`config.mk`:
```
export PLATFORM = sky130hd
export DESIGN_NAME = axi_sram_slave
export DESIGN_NICKNAME = d
export VERILOG_FILES = /design/src/hw/mem_bus_pkg.sv /design/src/hw/axi_sram_slave.sv
export SDC_FILE = /design/constraint.sdc
export NUM_CORES = 1
export LEC_CHECK = 0
export BUFFER_PORTS_ARGS = -buffer_cell sky130_fd_sc_hd__clkbuf_2
export CORE_AREA = 3 3 104 106
export DETAILED_ROUTE_END_ITERATION = 6
export DIE_AREA = 0 0 107 109
export HOLD_SLACK_MARGIN = 0.03
export PLACE_DENSITY = 0.61
export SLEW_MARGIN = 20
export SYNTH_ARGS = -nofsm -noshare
export SYNTH_HDL_FRONTEND = slang
export SYNTH_SLANG_ARGS = --single-unit
```
`constraint.sdc`:
```
create_clock -name clk -period 2.25 [get_ports clk]
set_clock_uncertainty 0.05 [all_clocks]
set_input_delay 0.1125 -clock clk [delete_from_list [all_inputs] [get_ports clk]]
set_output_delay 0.1125 -clock clk [all_outputs]
set_load 0.01 [all_outputs]
```
`src/hw/mem_bus_pkg.sv`:
```
package mem_bus_pkg;

  // Bus widths
  localparam int ADDR_BITS  = 32;
  localparam int DATA_BITS  = 32;
  localparam int STRB_BITS  = DATA_BITS / 8;
  localparam int ID_BITS    = 4;
  localparam int LEN_BITS   = 8;
  localparam int SIZE_BITS  = 3;
  localparam int BURST_BITS = 2;
  localparam int RESP_BITS  = 2;

  // SRAM geometry, word index sits at address bits 9:2
  localparam int MEM_WORDS  = 256;
  localparam int INDEX_BITS = $clog2(MEM_WORDS);
  localparam int WAIT_BITS  = 2;

  typedef logic [ADDR_BITS-1:0]  addr_t;
  typedef logic [DATA_BITS-1:0]  data_t;
  typedef logic [STRB_BITS-1:0]  strb_t;
  typedef logic [ID_BITS-1:0]    id_t;
  typedef logic [LEN_BITS-1:0]   len_t;
  typedef logic [SIZE_BITS-1:0]  size_t;
  typedef logic [BURST_BITS-1:0] burst_t;
  typedef logic [RESP_BITS-1:0]  resp_t;
  typedef logic [INDEX_BITS-1:0] index_t;
  typedef logic [WAIT_BITS-1:0]  wait_t;

  // AXI field codes
  localparam id_t    CPU_ID     = ID_BITS'(1);
  localparam burst_t BURST_INCR = 2'b01;
  localparam resp_t  RESP_OKAY  = 2'b00;

  typedef enum logic [2:0] {
    IDLE,
    AR,
    R,
    AW,
    W,
    B
  } master_state_t;

  typedef enum logic [2:0] {
    S_IDLE,
    S_RD_MEM,
    S_RD_WAIT,
    S_RD_RESP,
    S_WR_DATA,
    S_WR_WAIT,
    S_WR_RESP
  } slave_state_t;

endpackage

```
`src/hw/axi_sram_slave.sv`:
```
`timescale 1ns/1ps

module axi_sram_slave (
  input  logic                  clk,
  input  logic                  rstn,
  input  mem_bus_pkg::wait_t    mem_wait,
  // Write address channel
  input  mem_bus_pkg::id_t      AWID,
  input  mem_bus_pkg::addr_t    AWADDR,
  input  mem_bus_pkg::len_t     AWLEN,
  input  mem_bus_pkg::size_t    AWSIZE,
  input  mem_bus_pkg::burst_t   AWBURST,
  input  logic                  AWVALID,
  output logic                  AWREADY,
  // Write data channel
  input  mem_bus_pkg::data_t    WDATA,
  input  mem_bus_pkg::strb_t    WSTRB,
  input  logic                  WLAST,
  input  logic                  WVALID,
  output logic                  WREADY,
  // Write response channel
  output mem_bus_pkg::id_t      BID,
  output mem_bus_pkg::resp_t    BRESP,
  output logic                  BVALID,
  input  logic                  BREADY,
  // Read address channel
  input  mem_bus_pkg::id_t      ARID,
  input  mem_bus_pkg::addr_t    ARADDR,
  input  mem_bus_pkg::len_t     ARLEN,
  input  mem_bus_pkg::size_t    ARSIZE,
  input  mem_bus_pkg::burst_t   ARBURST,
  input  logic                  ARVALID,
  output logic                  ARREADY,
  // Read data channel
  output mem_bus_pkg::id_t      RID,
  output mem_bus_pkg::data_t    RDATA,
  output mem_bus_pkg::resp_t    RRESP,
  output logic                  RLAST,
  output logic                  RVALID,
  input  logic                  RREADY,
  // SRAM bank
  output logic                  mem_en,
  output mem_bus_pkg::strb_t    mem_we,
  output mem_bus_pkg::index_t   mem_index,
  output mem_bus_pkg::data_t    mem_wdata,
  input  mem_bus_pkg::data_t    mem_rdata
);

  import mem_bus_pkg::*;

  slave_state_t state, next_state;
  id_t    id_r;
  index_t index_r;
  wait_t  wait_cnt;
  logic   aw_hs;
  logic   w_hs;
  logic   ar_hs;
  logic   wait_done;

  // Writes win when both address channels are valid
  assign AWREADY = (state == S_IDLE);
  assign ARREADY = (state == S_IDLE) & ~AWVALID;
  assign WREADY  = (state == S_WR_DATA);

  assign aw_hs     = AWVALID & AWREADY;
  assign w_hs      = WVALID & WREADY;
  assign ar_hs     = ARVALID & ARREADY;
  assign wait_done = (wait_cnt == '0);

  // Only the word index selects a row, upper address bits alias
  always_ff @(posedge clk) begin
    if (aw_hs) begin
      id_r    <= AWID;
      index_r <= AWADDR[INDEX_BITS+1:2];
    end else if (ar_hs) begin
      id_r    <= ARID;
      index_r <= ARADDR[INDEX_BITS+1:2];
    end
  end

  always_ff @(posedge clk or negedge rstn) begin
    if (!rstn) begin
      wait_cnt <= '0;
    end else if (aw_hs || ar_hs) begin
      wait_cnt <= mem_wait;
    end else if (!wait_done && (state == S_RD_MEM || state == S_RD_WAIT ||
                                state == S_WR_WAIT)) begin
      wait_cnt <= wait_cnt - 1'b1;
    end
  end

  always_ff @(posedge clk or negedge rstn) begin
    if (!rstn) begin
      state <= S_IDLE;
    end else begin
      state <= next_state;
    end
  end

  always_comb begin
    next_state = state;
    case (state)
      S_IDLE: begin
        if (aw_hs) next_state = S_WR_DATA;
        else if (ar_hs) next_state = S_RD_MEM;
      end
      // Read wait may be skipped entirely
      S_RD_MEM:  next_state = wait_done ? S_RD_RESP : S_RD_WAIT;
      S_RD_WAIT: next_state = wait_done ? S_RD_RESP : S_RD_WAIT;
      S_RD_RESP: next_state = RREADY ? S_IDLE : S_RD_RESP;
      // Write always spends one cycle here after the SRAM write
      S_WR_DATA: next_state = w_hs ? S_WR_WAIT : S_WR_DATA;
      S_WR_WAIT: next_state = wait_done ? S_WR_RESP : S_WR_WAIT;
      S_WR_RESP: next_state = BREADY ? S_IDLE : S_WR_RESP;
      default:   next_state = S_IDLE;
    endcase
  end

  assign mem_en    = (state == S_RD_MEM) | w_hs;
  assign mem_we    = w_hs ? WSTRB : '0;
  assign mem_index = index_r;
  assign mem_wdata = WDATA;

  // Bank output register holds the word through the wait cycles
  assign RVALID = (state == S_RD_RESP);
  assign RLAST  = RVALID;
  assign RDATA  = mem_rdata;
  assign RID    = id_r;
  assign RRESP  = RESP_OKAY;

  assign BVALID = (state == S_WR_RESP);
  assign BID    = id_r;
  assign BRESP  = RESP_OKAY;

endmodule

```
==> impl_metrics.csv, run 1 <==
group,metric,value,unit
cts,cts-buffers-inserted,3,
finish,final_common_cell,"clkbuf_2",
logic_synthesis,yosys.area.top_type,"buf_4",
logic_synthesis,ys_warn_count,0,
worst_setup_path,path_buf_inv,0,
drt,viasPerCell,3.38,
grt,grt.total_usage,0.0621,
worst_setup_path,worstPathCellList,"nor3_1, and2_1, mux2_2",
timing,setup_viol_count_final,0,
cts,post_cts_buffers,0,
drt,firstDrtPassIters,3,
floorplanning,core_area,9860,um^2
timing,rsz0062_at_grt,"false",
cts,cts_tree,"built",
logic_synthesis,seq_area_frac_synth,0.326,
worst_setup_path,slowest_stage,"and2_1",
finish,diodes,0,
cts,max-clock-path-buffers,2,
cts,clockRootBuffer,"clkbuf_8",
floorplanning,fp-row-count,36,
worst_setup_path,path_max_fanout,12,
floorplanning,fp.dieH,109,um
place,place.gp.congestion,0.719,
place,numPortBuffers,63,
grt,grt.busiest_layer,"met2",
drt,drc_errors,0,
drt,via_count,968,
finish,stdcell_count,286,
worst_setup_path,start_kind,"flop",
worst_setup_path,max_stage_delay,520,ps
timing,drv_slew,0,
cts,cts_hold_buf,2,
place,dp.cells,280,
timing,finalCritPeriodShare,0.871,
timing,slew_headroom,0.653,
cts,htreeDepth,1,
cts,clk_transition_reported_paths,60,ps
cts,cts_resized,0,
floorplanning,dieWidth,107,um
worst_setup_path,crit_arrival,1900,ps
finish,fin_util,0.152,
floorplanning,ios,271,
finish,nets,331,
logic_synthesis,ys_seq_elements,17,
timing,final_hold_viol_count,0,
drt,wl_per_cell,14.1,um
place,placed_cell_area,1430,um^2
timing,max_freq,0.511,GHz
grt,grt_util_met2,0.110,
place,place.detailed.hpwl,3630,um
logic_synthesis,synth_area_leaders,"buf_4 (37%), edfxtp_1 (24%), mux2_2 (9.8%)",
logic_synthesis,syn-instance-count,154,
logic_synthesis,synth_ff_type,"edfxtp_1",
pwr,p_per_area,951,nW/um^2
logic_synthesis,synth.distinct_cells,30,
grt,overflow,0,
finish,drive_above_1_share,0.549,
worst_setup_path,worstSetupEndpointType,"flop",
drt,ant_nets,0,
floorplanning,initial_core_util,0.151,
grt,grt_pass1_vias,934,
grt,grt_pass1_wl,5510,um
finish,postLayoutCellArea,1500,um^2
grt,antenna_found_initial,0,
drt,drt-total-wl,4040,um
grt,grt_use_met1,0.0486,
timing,hold_ws,45.4,ps
timing,finalCriticalPeriod,1960,ps
worst_setup_path,cp.required,2190,ps
grt,use_met3,0.0397,
worst_setup_path,cp_top_family,"simple AND/OR/NAND/NOR gates",
pwr,vdd_drop_max,235,uV
pwr,power_leakage,0.676,nW
run,drv_cap,0,
timing,tightest_slew,521,ps
logic_synthesis,synth_top_area_frac,0.368,
logic_synthesis,synth_area,1490,um^2
timing,tns,0,ps
min_path,min_path_type,"input port to flop",
grt,grt_start_max_net_pins,17,
logic_synthesis,synth_edf_count,12,
floorplanning,dieArea,11700,um^2
cts,clkSinkCount,17,
logic_synthesis,async_flop_share,0.294,
worst_setup_path,path_class,"flop to flop",
drt,drtIter0Drc,32,
finish,syn2layout_area_growth,0.672,%
cts,clkLatencyLatePin,240,ps
outcome,status,"complete, no violations",
logic_synthesis,postSynthAreaPerCell,9.67,um^2
finish,layout_common_cells,"clkbuf_2 (63), mux2_2 (13), edfxtp_1 (12)",
[metal layers]
layer	wire, um	up-vias
li1	-	444
met1	1150	411
met2	1900	81
met3	720	32
met4	271	0
met5	0	-
[worst reg2reg max path, cell delays in order, from the launching register on]
cell     delay [ps]
dfrtp_1         370
nor3_1          360
and2_1          520
mux2_2          400
[worst paths after layout]
kind,start,endpoint,slack [ps],depth (start not counted)
worst max-delay path,state[1],mem_index[6],290,3
worst min-delay path,mem_wait[1],wait_cnt[1],50,2
worst max register to register,state[1],mem_index[6],290,3
worst min register to register,state[1],state[2],620,2
max in group asynchronous,rstn,wait_cnt[0],1810,2
min in group asynchronous,rstn,state[0],200,2
[cell type report]
cell class,count,area [um^2]
Clock buffer,4,45.0
Sequential cell,17,485
Fill cell,1106,8370
Timing Repair Buffer,69,365
Tap cell,133,166
Multi-Input combinational cell,58,418
Inverter,5,18.8
[cells in the mapped netlist, types with 2 or more instances]
| library cell | count |
|---|---|
| dfrtp_1 | 5 |
| a31oi_1 | 2 |
| o21ai_0 | 3 |
| nand3_1 | 2 |
| inv_1 | 5 |
| nand2b_1 | 3 |
| nand2_1 | 3 |
| buf_4 | 73 |
| buf_6 | 2 |
| mux2_2 | 13 |
| nor3_1 | 2 |
| edfxtp_1 | 12 |
| and3_1 | 6 |
| nor2_1 | 2 |
| a21oi_1 | 5 |
| clkbuf_1 | 2 |
[flip-flops by register name, summed over array words and instances (netlist names)]
register,count
mem_index,8
BID,4
state,3
wait_cnt,2
[power breakdown]
part           leakage, nW  switching, mW  total, mW  internal (mW)
Clock               0.0228         0.0880      0.213          0.125
Combinational        0.484          0.410      0.735          0.325
Sequential           0.169         0.0328      0.477          0.444
[per-stage QoR]
stage | power, mW | worst slack (ps)
2_1_floorplan | 1.12 | 400
5_1_grt | 1.56 | 125
3_5_place_dp | 1.23 | 267
3_3_place_gp | 1.20 | 308
6_report | 1.42 | 291
4_1_cts | 1.45 | 252
[logic make-up after synthesis]
kind of cell	share of synthesized area
other	0.00252
muxes	0.0983
xor gates and xnor gates	0.00588
buffers and inverters	0.401
AOI/OAI and AO/OA	0.0740
and+or+nand+nor	0.0840
adders and majority gates	0.00840
DFF	0.326
(Power assumes the default switching activity.)
==> inputs of run 2 (changes only) <==
- REMOVE_ABC_BUFFERS: unset -> 1
==> run 2 against run 1 <==
Effect of this change: first-iteration DRC count grew 94%; fmax rose by 4.1%; clock power grew 9%; flip-flop and latch count did not move; utilization about the same; critical path depth rose by 1; via count up 9.4%; largest cell class unchanged; largest power group unchanged; highest routed layer unchanged.
==> impl_metrics.csv, run 2 (synthesis results as in run 1) <==
group,metric,value,unit
outcome,status,"complete, no violations",
min_path,min_path_type,"input port to flop",
cts,clk_transition_reported_paths,70,ps
grt,grt.total_usage,0.146,
finish,largest_register_ffs,8,
worst_setup_path,r2r-start,"state[2]",
timing,drv_slew,0,
drt,firstDrtPassIters,4,
worst_setup_path,r2r-end,"mem_index[0]",
timing,max_freq,0.531,GHz
timing,rsz0062_at_grt,"false",
worst_setup_path,r2r_slack,370,ps
worst_setup_path,reg2regPathDepth,4,
finish,nFillCells,1107,
grt,antenna_found_initial,0,
floorplanning,initial_core_util,0.151,
floorplanning,fp.dieH,109,um
timing,tns,0,ps
worst_setup_path,endpoint,"mem_index[0]",
worst_setup_path,crit_arrival,1840,ps
floorplanning,dieArea,11700,um^2
run,drv_cap,0,
drt,drtIter0Drc,62,
worst_setup_path,path_class,"flop to flop",
grt,overflow,0,
cts,clkLatencyLatePin,250,ps
worst_setup_path,worstSetupEndpointType,"flop",
timing,finalCriticalPeriod,1880,ps
cts,htreeDepth,1,
finish,layout_common_cells,"clkbuf_2 (63), mux2_2 (13), edfxtp_1 (12)",
floorplanning,fp-row-count,36,
finish,fin_util,0.152,
cts,cts-buffers-inserted,3,
finish,diodes,0,
grt,grt_pass1_wl,10500,um
drt,ant_nets,0,
grt,grt_pass1_vias,854,
drt,drc_errors,0,
cts,max-clock-path-buffers,2,
finish,syn2layout_area_growth,0.756,%
pwr,p_per_area,960,nW/um^2
cts,cts_resized,0,
place,numPortBuffers,63,
finish,nets,331,
cts,clockRootBuffer,"clkbuf_8",
timing,setup_viol_count_final,0,
floorplanning,core_area,9860,um^2
timing,finalCritPeriodShare,0.836,
timing,setup_ws,369,ps
grt,grt_start_max_net_pins,17,
drt,via_count,1059,
worst_setup_path,start_kind,"flop",
drt,drt-total-wl,9240,um
finish,final_common_cell,"clkbuf_2",
worst_setup_path,crit_start,"state[2]",
drt,wl_per_cell,32.3,um
pwr,vdd_drop_max,293,uV
drt,viasPerCell,3.70,
worst_setup_path,path_max_fanout,12,
finish,drive_above_1_share,0.556,
cts,cts_tree,"built",
worst_setup_path,cp.required,2200,ps
floorplanning,ios,271,
floorplanning,dieWidth,107,um
place,place.gp.congestion,1.01,
place,post-place-ws,405,ps
timing,final_hold_viol_count,0,
pwr,power_leakage,0.680,nW
place,place.detailed.hpwl,8750,um
cts,clkSinkCount,17,
## run 2: cell count changes in the layout (fill, tap and decap cells not counted)
| cell | previous run | this run |
|---|---|---|
| clkbuf_1 | 1 | 0 |
| clkinv_2 | 0 | 1 |
## run 2: where the power goes
part	internal [mW]	switching (mW)	total, mW
sequential	0.444	0.0534	0.497
clock	0.123	0.109	0.232
combinational	0.319	0.392	0.711
## run 2: layout make-up
| cell class | instances | area, um^2 | share of cell area |
|---|---|---|---|
| Timing Repair Buffer | 69 | 365 | 0.244 |
| Clock buffer | 3 | 41.3 | 0.0275 |
| Sequential cell | 17 | 485 | 0.324 |
| Tap cell | 133 | 166 | 0.111 |
| Clock inverter | 1 | 5.00 | 0.00334 |
| Inverter | 5 | 18.8 | 0.0125 |
| Multi-Input combinational cell | 58 | 418 | 0.279 |
## run 2: how the worst min path moves through the flow
stage / from / endpoint / slack, ps / cells past startpoint
2_1_floorplan: rstn / state[0] / -230 / 0
3_5_place_dp: rstn / state[2] / -110 / 1
3_3_place_gp: rstn / state[0] / -110 / 1
4_1_cts: mem_wait[1] / wait_cnt[1] / 40 / 2
5_1_grt: mem_wait[0] / wait_cnt[0] / 40 / 2
6_report: mem_wait[0] / wait_cnt[0] / 50 / 2
## run 2: worst max-delay path: stages (launching register included)
cell,delay [ps]
dfrtp_1,500
nor3_1,320
and2_1,170
buf_4,220
mux2_2,370
## run 2: metrics by stage
step	hold slack, ps	total power, mW	area (um^2)	cells
floorplan	-233	0.942	922	80
global placement	-112	1.19	1430	280
detailed placement	-112	1.21	1430	280
CTS	42.6	1.45	1500	286
global route	36.5	1.55	1500	286
finish	46.1	1.44	1500	286
## run 2: metal layers
| layer | part of all wire | up-vias | GRT usage | wire (um) |
|---|---|---|---|---|
| li1 | - | 443 | - | - |
| met1 | 0.15 | 452 | 0.0614 | 1430 |
| met2 | 0.60 | 152 | 0.321 | 5510 |
| met3 | 0.20 | 12 | 0.132 | 1850 |
| met4 | 0.049 | 0 | 0.0484 | 452 |
| met5 | 0 | - | 0.0223 | 0 |
## run 2: repair_timing
item | in CTS | in global routing
buffers inserted | 0 | 0
hold buffers | 2 | 0
endpoints found under the hold margin | 6 | 0
