## config.mk

```make
export PLATFORM = sky130hd
export DESIGN_NAME = axi_cpu_master
export DESIGN_NICKNAME = d
export VERILOG_FILES = /design/src/hw/mem_bus_pkg.sv /design/src/hw/axi_cpu_master.sv
export SDC_FILE = /design/constraint.sdc
export NUM_CORES = 1
export LEC_CHECK = 0
export BUFFER_PORTS_ARGS = -buffer_cell sky130_fd_sc_hd__buf_2
export CELL_PAD_IN_SITES_DETAIL_PLACEMENT = 1
export CELL_PAD_IN_SITES_GLOBAL_PLACEMENT = 2
export CORE_ASPECT_RATIO = 1.4
export CORE_MARGIN = 3
export CORE_UTILIZATION = 29
export CTS_BUF_LIST = sky130_fd_sc_hd__clkbuf_8
export DETAILED_ROUTE_END_ITERATION = 10
export PLACE_DENSITY = 0.82
export SLEW_MARGIN = 20
export SYNTH_ARGS = -nofsm -noshare
export SYNTH_HDL_FRONTEND = slang
export SYNTH_SLANG_ARGS = --single-unit
```

## constraint.sdc

```tcl
create_clock -name clk -period 7.7 [get_ports clk]
set_clock_uncertainty 0.1 [all_clocks]
set_input_delay 0.385 -clock clk [delete_from_list [all_inputs] [get_ports clk]]
set_output_delay 0.385 -clock clk [all_outputs]
set_load 0.005 [all_outputs]
```

## src/hw/mem_bus_pkg.sv

```systemverilog
package mem_bus_pkg;

  // Bus widths
  localparam int ADDR_BITS  = 32;
  localparam int DATA_BITS  = 32;
  localparam int STRB_BITS  = DATA_BITS / 8;
  localparam int ID_BITS    = 4;
  localparam int LEN_BITS   = 8;
  localparam int SIZE_BITS  = 3;
  localparam int BURST_BITS = 2;
  localparam int RESP_BITS  = 2;

  // SRAM geometry, word index sits at address bits 9:2
  localparam int MEM_WORDS  = 256;
  localparam int INDEX_BITS = $clog2(MEM_WORDS);
  localparam int WAIT_BITS  = 2;

  typedef logic [ADDR_BITS-1:0]  addr_t;
  typedef logic [DATA_BITS-1:0]  data_t;
  typedef logic [STRB_BITS-1:0]  strb_t;
  typedef logic [ID_BITS-1:0]    id_t;
  typedef logic [LEN_BITS-1:0]   len_t;
  typedef logic [SIZE_BITS-1:0]  size_t;
  typedef logic [BURST_BITS-1:0] burst_t;
  typedef logic [RESP_BITS-1:0]  resp_t;
  typedef logic [INDEX_BITS-1:0] index_t;
  typedef logic [WAIT_BITS-1:0]  wait_t;

  // AXI field codes
  localparam id_t    CPU_ID     = ID_BITS'(1);
  localparam burst_t BURST_INCR = 2'b01;
  localparam resp_t  RESP_OKAY  = 2'b00;

  typedef enum logic [2:0] {
    IDLE,
    AR,
    R,
    AW,
    W,
    B
  } master_state_t;

  typedef enum logic [2:0] {
    S_IDLE,
    S_RD_MEM,
    S_RD_WAIT,
    S_RD_RESP,
    S_WR_DATA,
    S_WR_WAIT,
    S_WR_RESP
  } slave_state_t;

endpackage

```

## src/hw/axi_cpu_master.sv

```systemverilog
`timescale 1ns/1ps

module axi_cpu_master (
  input  logic                  clk,
  input  logic                  rstn,
  // Processor side
  input  logic                  access_request,
  input  logic                  write,
  input  mem_bus_pkg::strb_t    w_type,
  input  mem_bus_pkg::data_t    data_in,
  input  mem_bus_pkg::addr_t    addr,
  output mem_bus_pkg::data_t    data_out,
  output logic                  stall,
  // Write address channel
  output mem_bus_pkg::id_t      AWID,
  output mem_bus_pkg::addr_t    AWADDR,
  output mem_bus_pkg::len_t     AWLEN,
  output mem_bus_pkg::size_t    AWSIZE,
  output mem_bus_pkg::burst_t   AWBURST,
  output logic                  AWVALID,
  input  logic                  AWREADY,
  // Write data channel
  output mem_bus_pkg::data_t    WDATA,
  output mem_bus_pkg::strb_t    WSTRB,
  output logic                  WLAST,
  output logic                  WVALID,
  input  logic                  WREADY,
  // Write response channel
  input  mem_bus_pkg::id_t      BID,
  input  mem_bus_pkg::resp_t    BRESP,
  input  logic                  BVALID,
  output logic                  BREADY,
  // Read address channel
  output mem_bus_pkg::id_t      ARID,
  output mem_bus_pkg::addr_t    ARADDR,
  output mem_bus_pkg::len_t     ARLEN,
  output mem_bus_pkg::size_t    ARSIZE,
  output mem_bus_pkg::burst_t   ARBURST,
  output logic                  ARVALID,
  input  logic                  ARREADY,
  // Read data channel
  input  mem_bus_pkg::id_t      RID,
  input  mem_bus_pkg::data_t    RDATA,
  input  mem_bus_pkg::resp_t    RRESP,
  input  logic                  RLAST,
  input  logic                  RVALID,
  output logic                  RREADY
);

  import mem_bus_pkg::*;

  master_state_t state, next_state;
  addr_t araddr_r;
  addr_t awaddr_r;
  data_t wdata_r;
  strb_t wstrb_r;
  data_t rdata_r;
  logic  aw_hs;
  logic  w_hs;
  logic  b_hs;
  logic  ar_hs;
  logic  r_hs;

  assign aw_hs = AWVALID & AWREADY;
  assign w_hs  = WVALID & WREADY;
  assign b_hs  = BVALID & BREADY;
  assign ar_hs = ARVALID & ARREADY;
  assign r_hs  = RVALID & RREADY;

  // Read data passes straight through on the handshake, then is held
  assign data_out = r_hs ? RDATA : rdata_r;

  always_ff @(posedge clk or negedge rstn) begin
    if (!rstn) begin
      rdata_r <= '0;
    end else if (r_hs) begin
      rdata_r <= RDATA;
    end
  end

  // Request payload captured on entry to the address states
  always_ff @(posedge clk) begin
    if (state != AR && next_state == AR) begin
      araddr_r <= addr;
    end
    if (state != AW && next_state == AW) begin
      awaddr_r <= addr;
      wdata_r  <= data_in;
      wstrb_r  <= w_type;
    end
  end

  always_ff @(posedge clk or negedge rstn) begin
    if (!rstn) begin
      state <= IDLE;
    end else begin
      state <= next_state;
    end
  end

  // The processor still holds its request in the completion cycle,
  // so a finished access returns to idle rather than reissuing it
  always_comb begin
    next_state = state;
    case (state)
      IDLE:    next_state = access_request ? (write ? AW : AR) : IDLE;
      AR:      next_state = ar_hs ? R : AR;
      R:       next_state = r_hs ? IDLE : R;
      AW:      next_state = aw_hs ? (w_hs ? B : W) : AW;
      W:       next_state = w_hs ? (b_hs ? IDLE : B) : W;
      B:       next_state = b_hs ? IDLE : B;
      default: next_state = IDLE;
    endcase
  end

  // Single-beat fields never change
  assign AWID    = CPU_ID;
  assign AWADDR  = awaddr_r;
  assign AWLEN   = '0;
  assign AWSIZE  = '0;
  assign AWBURST = BURST_INCR;
  assign WDATA   = wdata_r;
  assign WSTRB   = wstrb_r;
  assign WLAST   = 1'b1;
  assign ARID    = CPU_ID;
  assign ARADDR  = araddr_r;
  assign ARLEN   = '0;
  assign ARSIZE  = '0;
  assign ARBURST = BURST_INCR;

  always_comb begin
    AWVALID = 1'b0;
    WVALID  = 1'b0;
    BREADY  = 1'b0;
    ARVALID = 1'b0;
    RREADY  = 1'b0;
    stall   = 1'b0;
    case (state)
      AR: begin
        ARVALID = 1'b1;
        stall   = 1'b1;
      end
      R: begin
        RREADY = 1'b1;
        stall  = ~RLAST;
      end
      AW: begin
        AWVALID = 1'b1;
        // Data may follow in the same cycle if the slave allows it
        WVALID  = aw_hs;
        stall   = 1'b1;
      end
      W: begin
        WVALID = 1'b1;
        BREADY = 1'b1;
        stall  = 1'b1;
      end
      B: begin
        BREADY = 1'b1;
        stall  = ~BVALID;
      end
      default: begin
        stall = 1'b0;
      end
    endcase
  end

endmodule

```

==> results of run 1 <==
-- per-layer routing --
metal	vias up	share of wire
met1	1490	0.34
li1	1421	-
met5	-	0.0020
met3	24	0.13
met4	6	0.018
met2	230	0.51
-- stage by stage --
stage	setup WS (ns)	hold slack, ns	utilization	cells
final	4.87	0.0437	0.431	756
after global routing	4.68	-0.000848	0.431	756
after CTS	4.80	0.000277	0.425	746
after detailed placement	5.32	0.377	0.378	681
after global placement	5.33	0.378	0.378	681
after floorplan	1.65	-0.0106	-	273
-- worst max-delay path, stage by stage (launching register included) --
cell and delay [ns]:
dfrtp_1 0.46, nand2b_2 0.26, nor2_2 0.11, and2_4 0.53, mux2_2 0.41, buf_2 0.13
-- sequential cells by signal, summed over array words and instances (netlist names) --
| signal | count |
|---|---|
| ARADDR | 32 |
| state | 3 |
| rdata_r | 32 |
| AWADDR | 32 |
| WSTRB | 4 |
| WDATA | 32 |
-- kinds of logic (layout without fill, tap and decap cells) --
family,Yosys count,in the layout,synth area share
flops,135,135,0.791
compound gates,8,8,0.0115
mux,34,34,0.101
simple gates,19,19,0.0240
buf+inv,42,326,0.0707
other cells,2,35,0.00153
-- cell usage in the layout, fill, tap and decap left out, drive strengths merged --
master / n
or2b: 1
and3b: 1
o221ai: 1
a221o: 1
o21ai: 3
nor3: 1
nand2: 6
clkinv: 4
o21a: 1
buf: 249
o22ai: 1
nor2: 2
nand3b: 2
clkbuf: 17
nand2b: 2
dlygate4sd3: 43
bufinv: 3
edfxtp: 100
mux2: 33
mux2i: 1
nor4b: 1
dfrtp: 35
and2: 2
and4b: 1
inv: 10
conb: 35
o2bb2ai: 1
-- report_power, final --
group | total (mW) | internal, mW | switching [mW]
combinational | 0.649 | 0.336 | 0.314
sequential | 1.09 | 1.02 | 0.0756
clock | 0.643 | 0.336 | 0.307
total | 2.39 | 1.69 | 0.696
-- timing repair --
item | in CTS | in global routing
setup buffers | 0 | 0
hold endpoints to repair | 71 | 17
resized for setup | 0 | 0
hold buffers | 33 | 10
-- layout make-up --
class	count	area, sq um	share of cell area
Clock buffer	17	234	0.0331
Tap cell	199	249	0.0352
Timing Repair Buffer	292	1680	0.238
Clock inverter	15	210	0.0298
Multi-Input combinational cell	96	805	0.114
Sequential cell	135	3880	0.549
Inverter	2	7.51	0.00106
-- final timing paths --
kind	cells after the start	end
min in group asynchronous	2	rdata_r[6]
worst min-delay path	1	ARADDR[25]
max in group asynchronous	2	state[1]
worst max-delay path	5	data_out[0]
worst min register to register	1	rdata_r[12]
worst max register to register	5	ARADDR[30]
==> flow_summary.ini, run 1 <==
[run_status]
status = finished, final reports clean

[global_route]
grt_use_met2 = 0.250
grt_pass1_vias = 3469
grtUsageTotal = 0.142
grt_max_degree = 69
grt_overflow_total = 0
top_usage_layer = met2
grtUsageMet3 = 0.0701
grt_pass1_wl_mm = 19.7
antenna_found_initial = 3
use_met1 = 0.145

[sta]
fmax_ghz = 0.353
fin_crit_sh = 0.368
finalHoldViolations = 0
finalSetupViolCount = 0
slew_viol_final = 0
rsz0062_at_grt = false
max-slew-margin-rel = 0.408
tightest_slew_ns = 0.888
fin_tns_setup_ns = 0
min_period_ns = 2.83

[drt]
drt_iter0_markers = 233
wl_per_cell_microns = 18.1
viasPerCell = 4.19
postRouteAntennaNets = 0
detail_route.wirelength_mm = 13.7
first_pass_iters = 4
vias = 3171
route.detailed.drc = 0

[setup_path]
startpoint = state[2]
crit_fanout = 32
required_ns = 7.21
arrival_ns = 2.35
critPathCaptureType = primary output
reg2reg_setup_slack_ns = 5.40
startpoint_type = flip-flop
crit_type = flip-flop to primary output
r2r-start = state[0]

[clock_network]
clk_latency_ns = 0.43
numCtsBuffers = 17
clkSlewWorstSetupHoldPaths_ns = 0.09
cts_root_buf = clkbuf_8
tritoncts = yes
clockBufferDepth = 2
cts_htree_levels = 4
clock-sinks = 135

[synthesis]
synthArstFlopShare = 0.259
synth_common_cells = 100 x edfxtp_1, 35 x buf_4, 35 x dfrtp_1
synthTopCellsByArea = edfxtp_1 61%, dfrtp_1 18%, mux2_4 9.2%, buf_4 5.4%, buf_12 1.2%
synth_top_area_frac = 0.613
synth_edf_count = 100
yosys.area.top_type = edfxtp_1
yosysMostFrequentCell = edfxtp_1
ys_seq_area_frac = 0.791
syn-cell-area_sq_um = 4900
avgSynthCellArea_sq_um = 20.4
synth_top_flop_cell = edfxtp_1
ys_types = 30
synth_seq_cells = 135
synth_cells = 240
yosys_warnings = 0

[power]
ir_drop_v = 0.000149
power_leakage_nw = 3.16
pwr_density_cell_nw_per_um2 = 338
power_mw = 2.39

[layout]
fill_cells = 1719
layout-area-overhead-vs-synth_pct = 44.2
design_area_sq_um = 7070
drive_above_1_share = 0.571
fin_nets = 666
antenna_cells = 0

[min_path]
hp-class = input pin to flip-flop
min_from = addr[25]

[floorplan]
initial_core_util = 0.299
die_w_microns = 116
die-area_sq_um = 18500
io_pins = 295
die_y_microns = 160
rows = 55
fp.coreArea_sq_um = 16400

[placement]
io_buffer_count = 247
place_area_sq_um = 6190
dp_hpwl_mm = 9.73
gp_congestion = 0.723

[job]
maxCapViolCount = 0
Power figures use the tool's default switching activity.
==> run 2, diff against run 1 <==
--- a/config.mk
+++ b/config.mk
@@ -10,10 +10,10 @@
 export CELL_PAD_IN_SITES_GLOBAL_PLACEMENT = 2
 export CORE_ASPECT_RATIO = 1.4
 export CORE_MARGIN = 3
-export CORE_UTILIZATION = 29
+export CORE_UTILIZATION = 26
 export CTS_BUF_LIST = sky130_fd_sc_hd__clkbuf_8
 export DETAILED_ROUTE_END_ITERATION = 10
-export PLACE_DENSITY = 0.82
+export PLACE_DENSITY = 0.77
 export SLEW_MARGIN = 20
 export SYNTH_ARGS = -nofsm -noshare
 export SYNTH_HDL_FRONTEND = slang
==> constraint.sdc (replaced) <==
create_clock -name clk -period 2.4 [get_ports clk]
set_clock_uncertainty 0.1 [all_clocks]
set_input_delay 0.12 -clock clk [delete_from_list [all_inputs] [get_ports clk]]
set_output_delay 0.12 -clock clk [all_outputs]
set_load 0.005 [all_outputs]
==> flow_summary.ini, run 2 (same netlist as run 1, synthesis figures left out) <==
[run_status]
status = finished, final reports clean

[drt]
postRouteAntennaNets = 0
met1_length_mm = 5.00
detail_route.wirelength_mm = 14.8
route.detailed.drc = 0
wl_met2_mm = 8.08
highest_layer = met4
viasPerCell = 3.98
vias = 3451
wl_met3_mm = 1.62
first_pass_iters = 4
wl_per_cell_microns = 17.1
drt_iter0_markers = 176

[layout]
mostFrequentLayoutCells = 247 x buf_2, 107 x dlygate4sd3_1, 100 x edfxtp_1
register_area_sq_um = 3880
drive_above_1_share = 0.519
fill_cells = 1923
final_cell_count_no_fill = 867
layout-area-overhead-vs-synth_pct = 59.3
fin_nets = 735
multiInputGateArea_sq_um = 816
mostFrequentLayoutCell = buf_2
finalCoreUtilization = 0.428
design_area_sq_um = 7800

[setup_path]
startpoint_type = flip-flop
reg2reg_setup_slack_ns = 0.19
reg2reg_to = ARADDR[13]
crit_type = flip-flop to primary output
arrival_ns = 2.06
critPathCaptureType = primary output
crit_fanout = 11
required_ns = 2.18
r2r-start = state[2]
rr_worst_depth = 6

[clock_network]
clock-sinks = 135
clk_latency_ns = 0.43
clkSlewWorstSetupHoldPaths_ns = 0.09
numCtsBuffers = 17
cts_root_buf = clkbuf_8
clockBufferDepth = 2
tritoncts = yes
cts_htree_levels = 4

[power]
power_leakage_nw = 3.43
pwr_density_cell_nw_per_um2 = 976
ir_drop_v = 0.000339
power_mw = 7.62

[job]
maxCapViolCount = 0

[global_route]
grt_max_degree = 69
grt_pass1_vias = 3932
grt_pass1_wl_mm = 21.6
grtUsageTotal = 0.138
antenna_found_initial = 1
grt_overflow_total = 0

[sta]
fin_tns_setup_ns = 0
fin_crit_sh = 0.949
min_period_ns = 2.28
slew_viol_final = 0
finalSetupViolCount = 0
fmax_ghz = 0.439
finalHoldViolations = 0
max-slew-margin-rel = 0.452
rsz0062_at_grt = false
tightest_slew_ns = 0.822

[placement]
dp_hpwl_mm = 9.38
place_area_sq_um = 6280
placedCellCount = 723
io_buffer_count = 247
gp_congestion = 0.722

[floorplan]
rows = 58
fp.coreArea_sq_um = 18200
die-area_sq_um = 20600
initial_core_util = 0.269
io_pins = 295
die_y_microns = 168
die_w_microns = 122

[min_path]
hp-class = input pin to async pin
==> run 2: power breakdown <==
part / internal (mW) / switching (mW)
Sequential: 3.27 / 0.235
Combinational: 1.26 / 1.07
Clock: 0.760 / 1.03
Total: 5.29 / 2.33
==> run 2: worst max-delay path by stage <==
stage / startpoint / slack, ns / to / cells past startpoint
final: state[1] / 0.12 / data_out[8] / 6
after floorplan: state[0] / -0.52 / AWADDR[0] / 3
after global routing: state[1] / 0.006 / data_out[8] / 6
after CTS: state[2] / -0.0004 / data_out[18] / 6
after global placement: state[0] / 0.21 / ARADDR[12] / 5
after detailed placement: state[0] / 0.18 / ARADDR[16] / 5
==> run 2: cell type report <==
class	instances	area share
clock buffers	17	0.0300
repair buffers	361	0.310
clock inverters	15	0.0180
well taps	240	0.0385
inverters	2	0.000962
flip-flops and latches	135	0.497
multi-input cells	96	0.105
diodes	1	0.000321
==> run 2: timing repair <==
item	in CTS	in global routing
endpoints found under the hold margin	170	0
pin swaps	1	0
hold buffers	107	0
gates cloned	1	0
endpoints found under the setup margin	23	25
buffers inserted	3	0
resized for setup	2	2
==> run 2: metal layers <==
metal	global-route usage	vias up
met3	0.0515	10
met1	0.133	1651
met2	0.268	224
met5	0	-
met4	0.0400	0
li1	-	1566
==> run 2: through the flow <==
| stage | hold slack, ns | setup slack [ns] |
|---|---|---|
| 5_1_grt | 0.262 | 0.00631 |
| 2_1_floorplan | -0.276 | -0.523 |
| 3_3_place_gp | 0.141 | 0.206 |
| 3_5_place_dp | 0.180 | 0.182 |
| 6_report | 0.243 | 0.123 |
| 4_1_cts | 0.217 | -0.000352 |
==> run 2: critical path: stages, from the launching register on <==
cell and delay (ns):
dfrtp_2 0.48, nand2b_4 0.10, nor2_2 0.10, and2_4 0.19
bufbuf_16 0.30, mux2_4 0.31, buf_2 0.13
==> run 3, diff against run 2 <==
--- a/config.mk
+++ b/config.mk
@@ -6,14 +6,13 @@
 export NUM_CORES = 1
 export LEC_CHECK = 0
 export BUFFER_PORTS_ARGS = -buffer_cell sky130_fd_sc_hd__buf_2
-export CELL_PAD_IN_SITES_DETAIL_PLACEMENT = 1
-export CELL_PAD_IN_SITES_GLOBAL_PLACEMENT = 2
 export CORE_ASPECT_RATIO = 1.4
 export CORE_MARGIN = 3
-export CORE_UTILIZATION = 26
+export CORE_UTILIZATION = 40
 export CTS_BUF_LIST = sky130_fd_sc_hd__clkbuf_8
 export DETAILED_ROUTE_END_ITERATION = 10
 export PLACE_DENSITY = 0.77
+export SETUP_SLACK_MARGIN = 0.15
 export SLEW_MARGIN = 20
 export SYNTH_ARGS = -nofsm -noshare
 export SYNTH_HDL_FRONTEND = slang
==> flow_summary.ini, run 3 (same netlist as run 1, synthesis figures left out) <==
[clock_network]
clockBufferDepth = 2
cts_htree_levels = 4
clock-sinks = 135
tritoncts = yes
cts_root_buf = clkbuf_8
clk_latency_ns = 0.42
numCtsBuffers = 17
clkSlewWorstSetupHoldPaths_ns = 0.08

[setup_path]
rr_worst_depth = 6
slowest_stage = dfrtp_2
cp_top_family = simple AND/OR/NAND/NOR gates
path_buf_inv = 2
arrival_ns = 2.01
required_ns = 2.18
crit_type = flip-flop to primary output
reg2reg_setup_slack_ns = 0.27
r2r-start = state[0]
startpoint_type = flip-flop
max_stage_delay_ns = 0.41
crit_fanout = 11
path_cells = nand2b_4 -> nor2_4 -> and2_4 -> bufbuf_16 -> mux2_4 -> buf_2
critPathCaptureType = primary output
reg2reg_to = ARADDR[30]

[sta]
fin_crit_sh = 0.929
finalHoldViolations = 0
fmax_ghz = 0.449
max-slew-margin-rel = 0.471
slew_viol_final = 0
tightest_slew_ns = 0.794
fin_hold_ws_ns = 0.0660
rsz0062_at_grt = true
fin_tns_setup_ns = 0
min_period_ns = 2.23
finalSetupViolCount = 0

[drt]
postRouteAntennaNets = 0
wl_per_cell_microns = 17.4
viasPerCell = 4.49
vias = 3498
first_pass_iters = 5
drt_iter0_markers = 146
detail_route.wirelength_mm = 13.6
route.detailed.drc = 0

[floorplan]
io_pins = 295
initial_core_util = 0.413
fp.coreArea_sq_um = 11900
die_y_microns = 137
die-area_sq_um = 13600
die_w_microns = 99.6
rows = 47

[global_route]
grt_overflow_total = 0
grt_pass1_vias = 3687
grt_pass1_wl_mm = 19.5
antenna_found_initial = 0
grtUsageTotal = 0.190
grt_max_degree = 69

[min_path]
min_path_cells = 3
min_from = ARREADY
hp-class = input pin to flip-flop
hold_end = state[0]

[layout]
layout-area-overhead-vs-synth_pct = 59.1
design_area_sq_um = 7800
drive_above_1_share = 0.528
fin_nets = 741
antenna_cells = 0
mostFrequentLayoutCell = buf_2
mostFrequentLayoutCells = 244 x buf_2, 106 x dlygate4sd3_1, 100 x edfxtp_1

[power]
pwr_density_cell_nw_per_um2 = 1000
ir_drop_v = 0.000628
power_leakage_nw = 3.48

[run_status]
status = finished, final reports clean

[placement]
place_area_sq_um = 6180
dp_hpwl_mm = 8.53
gp_congestion = 0.816
io_buffer_count = 247

[job]
maxCapViolCount = 0
-- run 3: how the worst max path moves through the flow --
stage | start | to | slack, ns | depth (start not counted)
final | state[2] | data_out[9] | 0.17 | 6
after global routing | state[1] | data_out[25] | 0.09 | 6
after CTS | state[2] | data_out[25] | 0.15 | 6
after detailed placement | state[0] | ARADDR[4] | 0.34 | 5
after global placement | state[0] | ARADDR[12] | 0.40 | 5
after floorplan | state[0] | AWADDR[0] | -0.52 | 3
-- run 3: report_power, final --
group	internal, mW	switching [mW]
logic	1.39	1.08
clock network	0.860	0.972
registers	3.27	0.242
-- run 3: metrics by stage --
stage | instances | total power [mW] | util | setup WS (ns)
final | 779 | 7.81 | 0.656 | 0.172
after global routing | 779 | 8.19 | 0.656 | 0.0915
after CTS | 774 | 7.74 | 0.652 | 0.149
after detailed placement | 630 | 5.61 | 0.520 | 0.339
after global placement | 630 | 5.52 | 0.520 | 0.398
after floorplan | 273 | 4.65 | - | -0.523
-- run 3: what timing repair did --
action | 4_1_cts | 5_1_grt
hold buffers | 106 | 0
buffers inserted | 4 | 5
endpoints found under the hold margin | 170 | 0
endpoints found under the setup margin | 27 | 25
pin swaps | 1 | 0
resized for setup | 7 | 3
gates cloned | 2 | 0
-- run 3: tightest hold or removal path, cell delays in order --
cell     delay [ns]
buf_2          0.11
mux2i_1        0.13
a221o_1        0.19
-- run 3: layout make-up --
cell class / instances / area (sq um)
clock inverter: 15 / 159
sequential: 135 / 3880
multi-input combinational: 96 / 822
clock buffer: 17 / 234
timing repair buffer: 367 / 2510
tap: 147 / 184
fill: 792 / 4080
inverter: 2 / 7.51
-- run 3: layer usage --
layer	share of wire	vias to the layer above	GRT usage
met1	0.34	1654	0.192
li1	-	1577	-
met3	0.090	25	0.0561
met5	0	-	0
met4	0.022	0	0.0790
met2	0.55	242	0.361
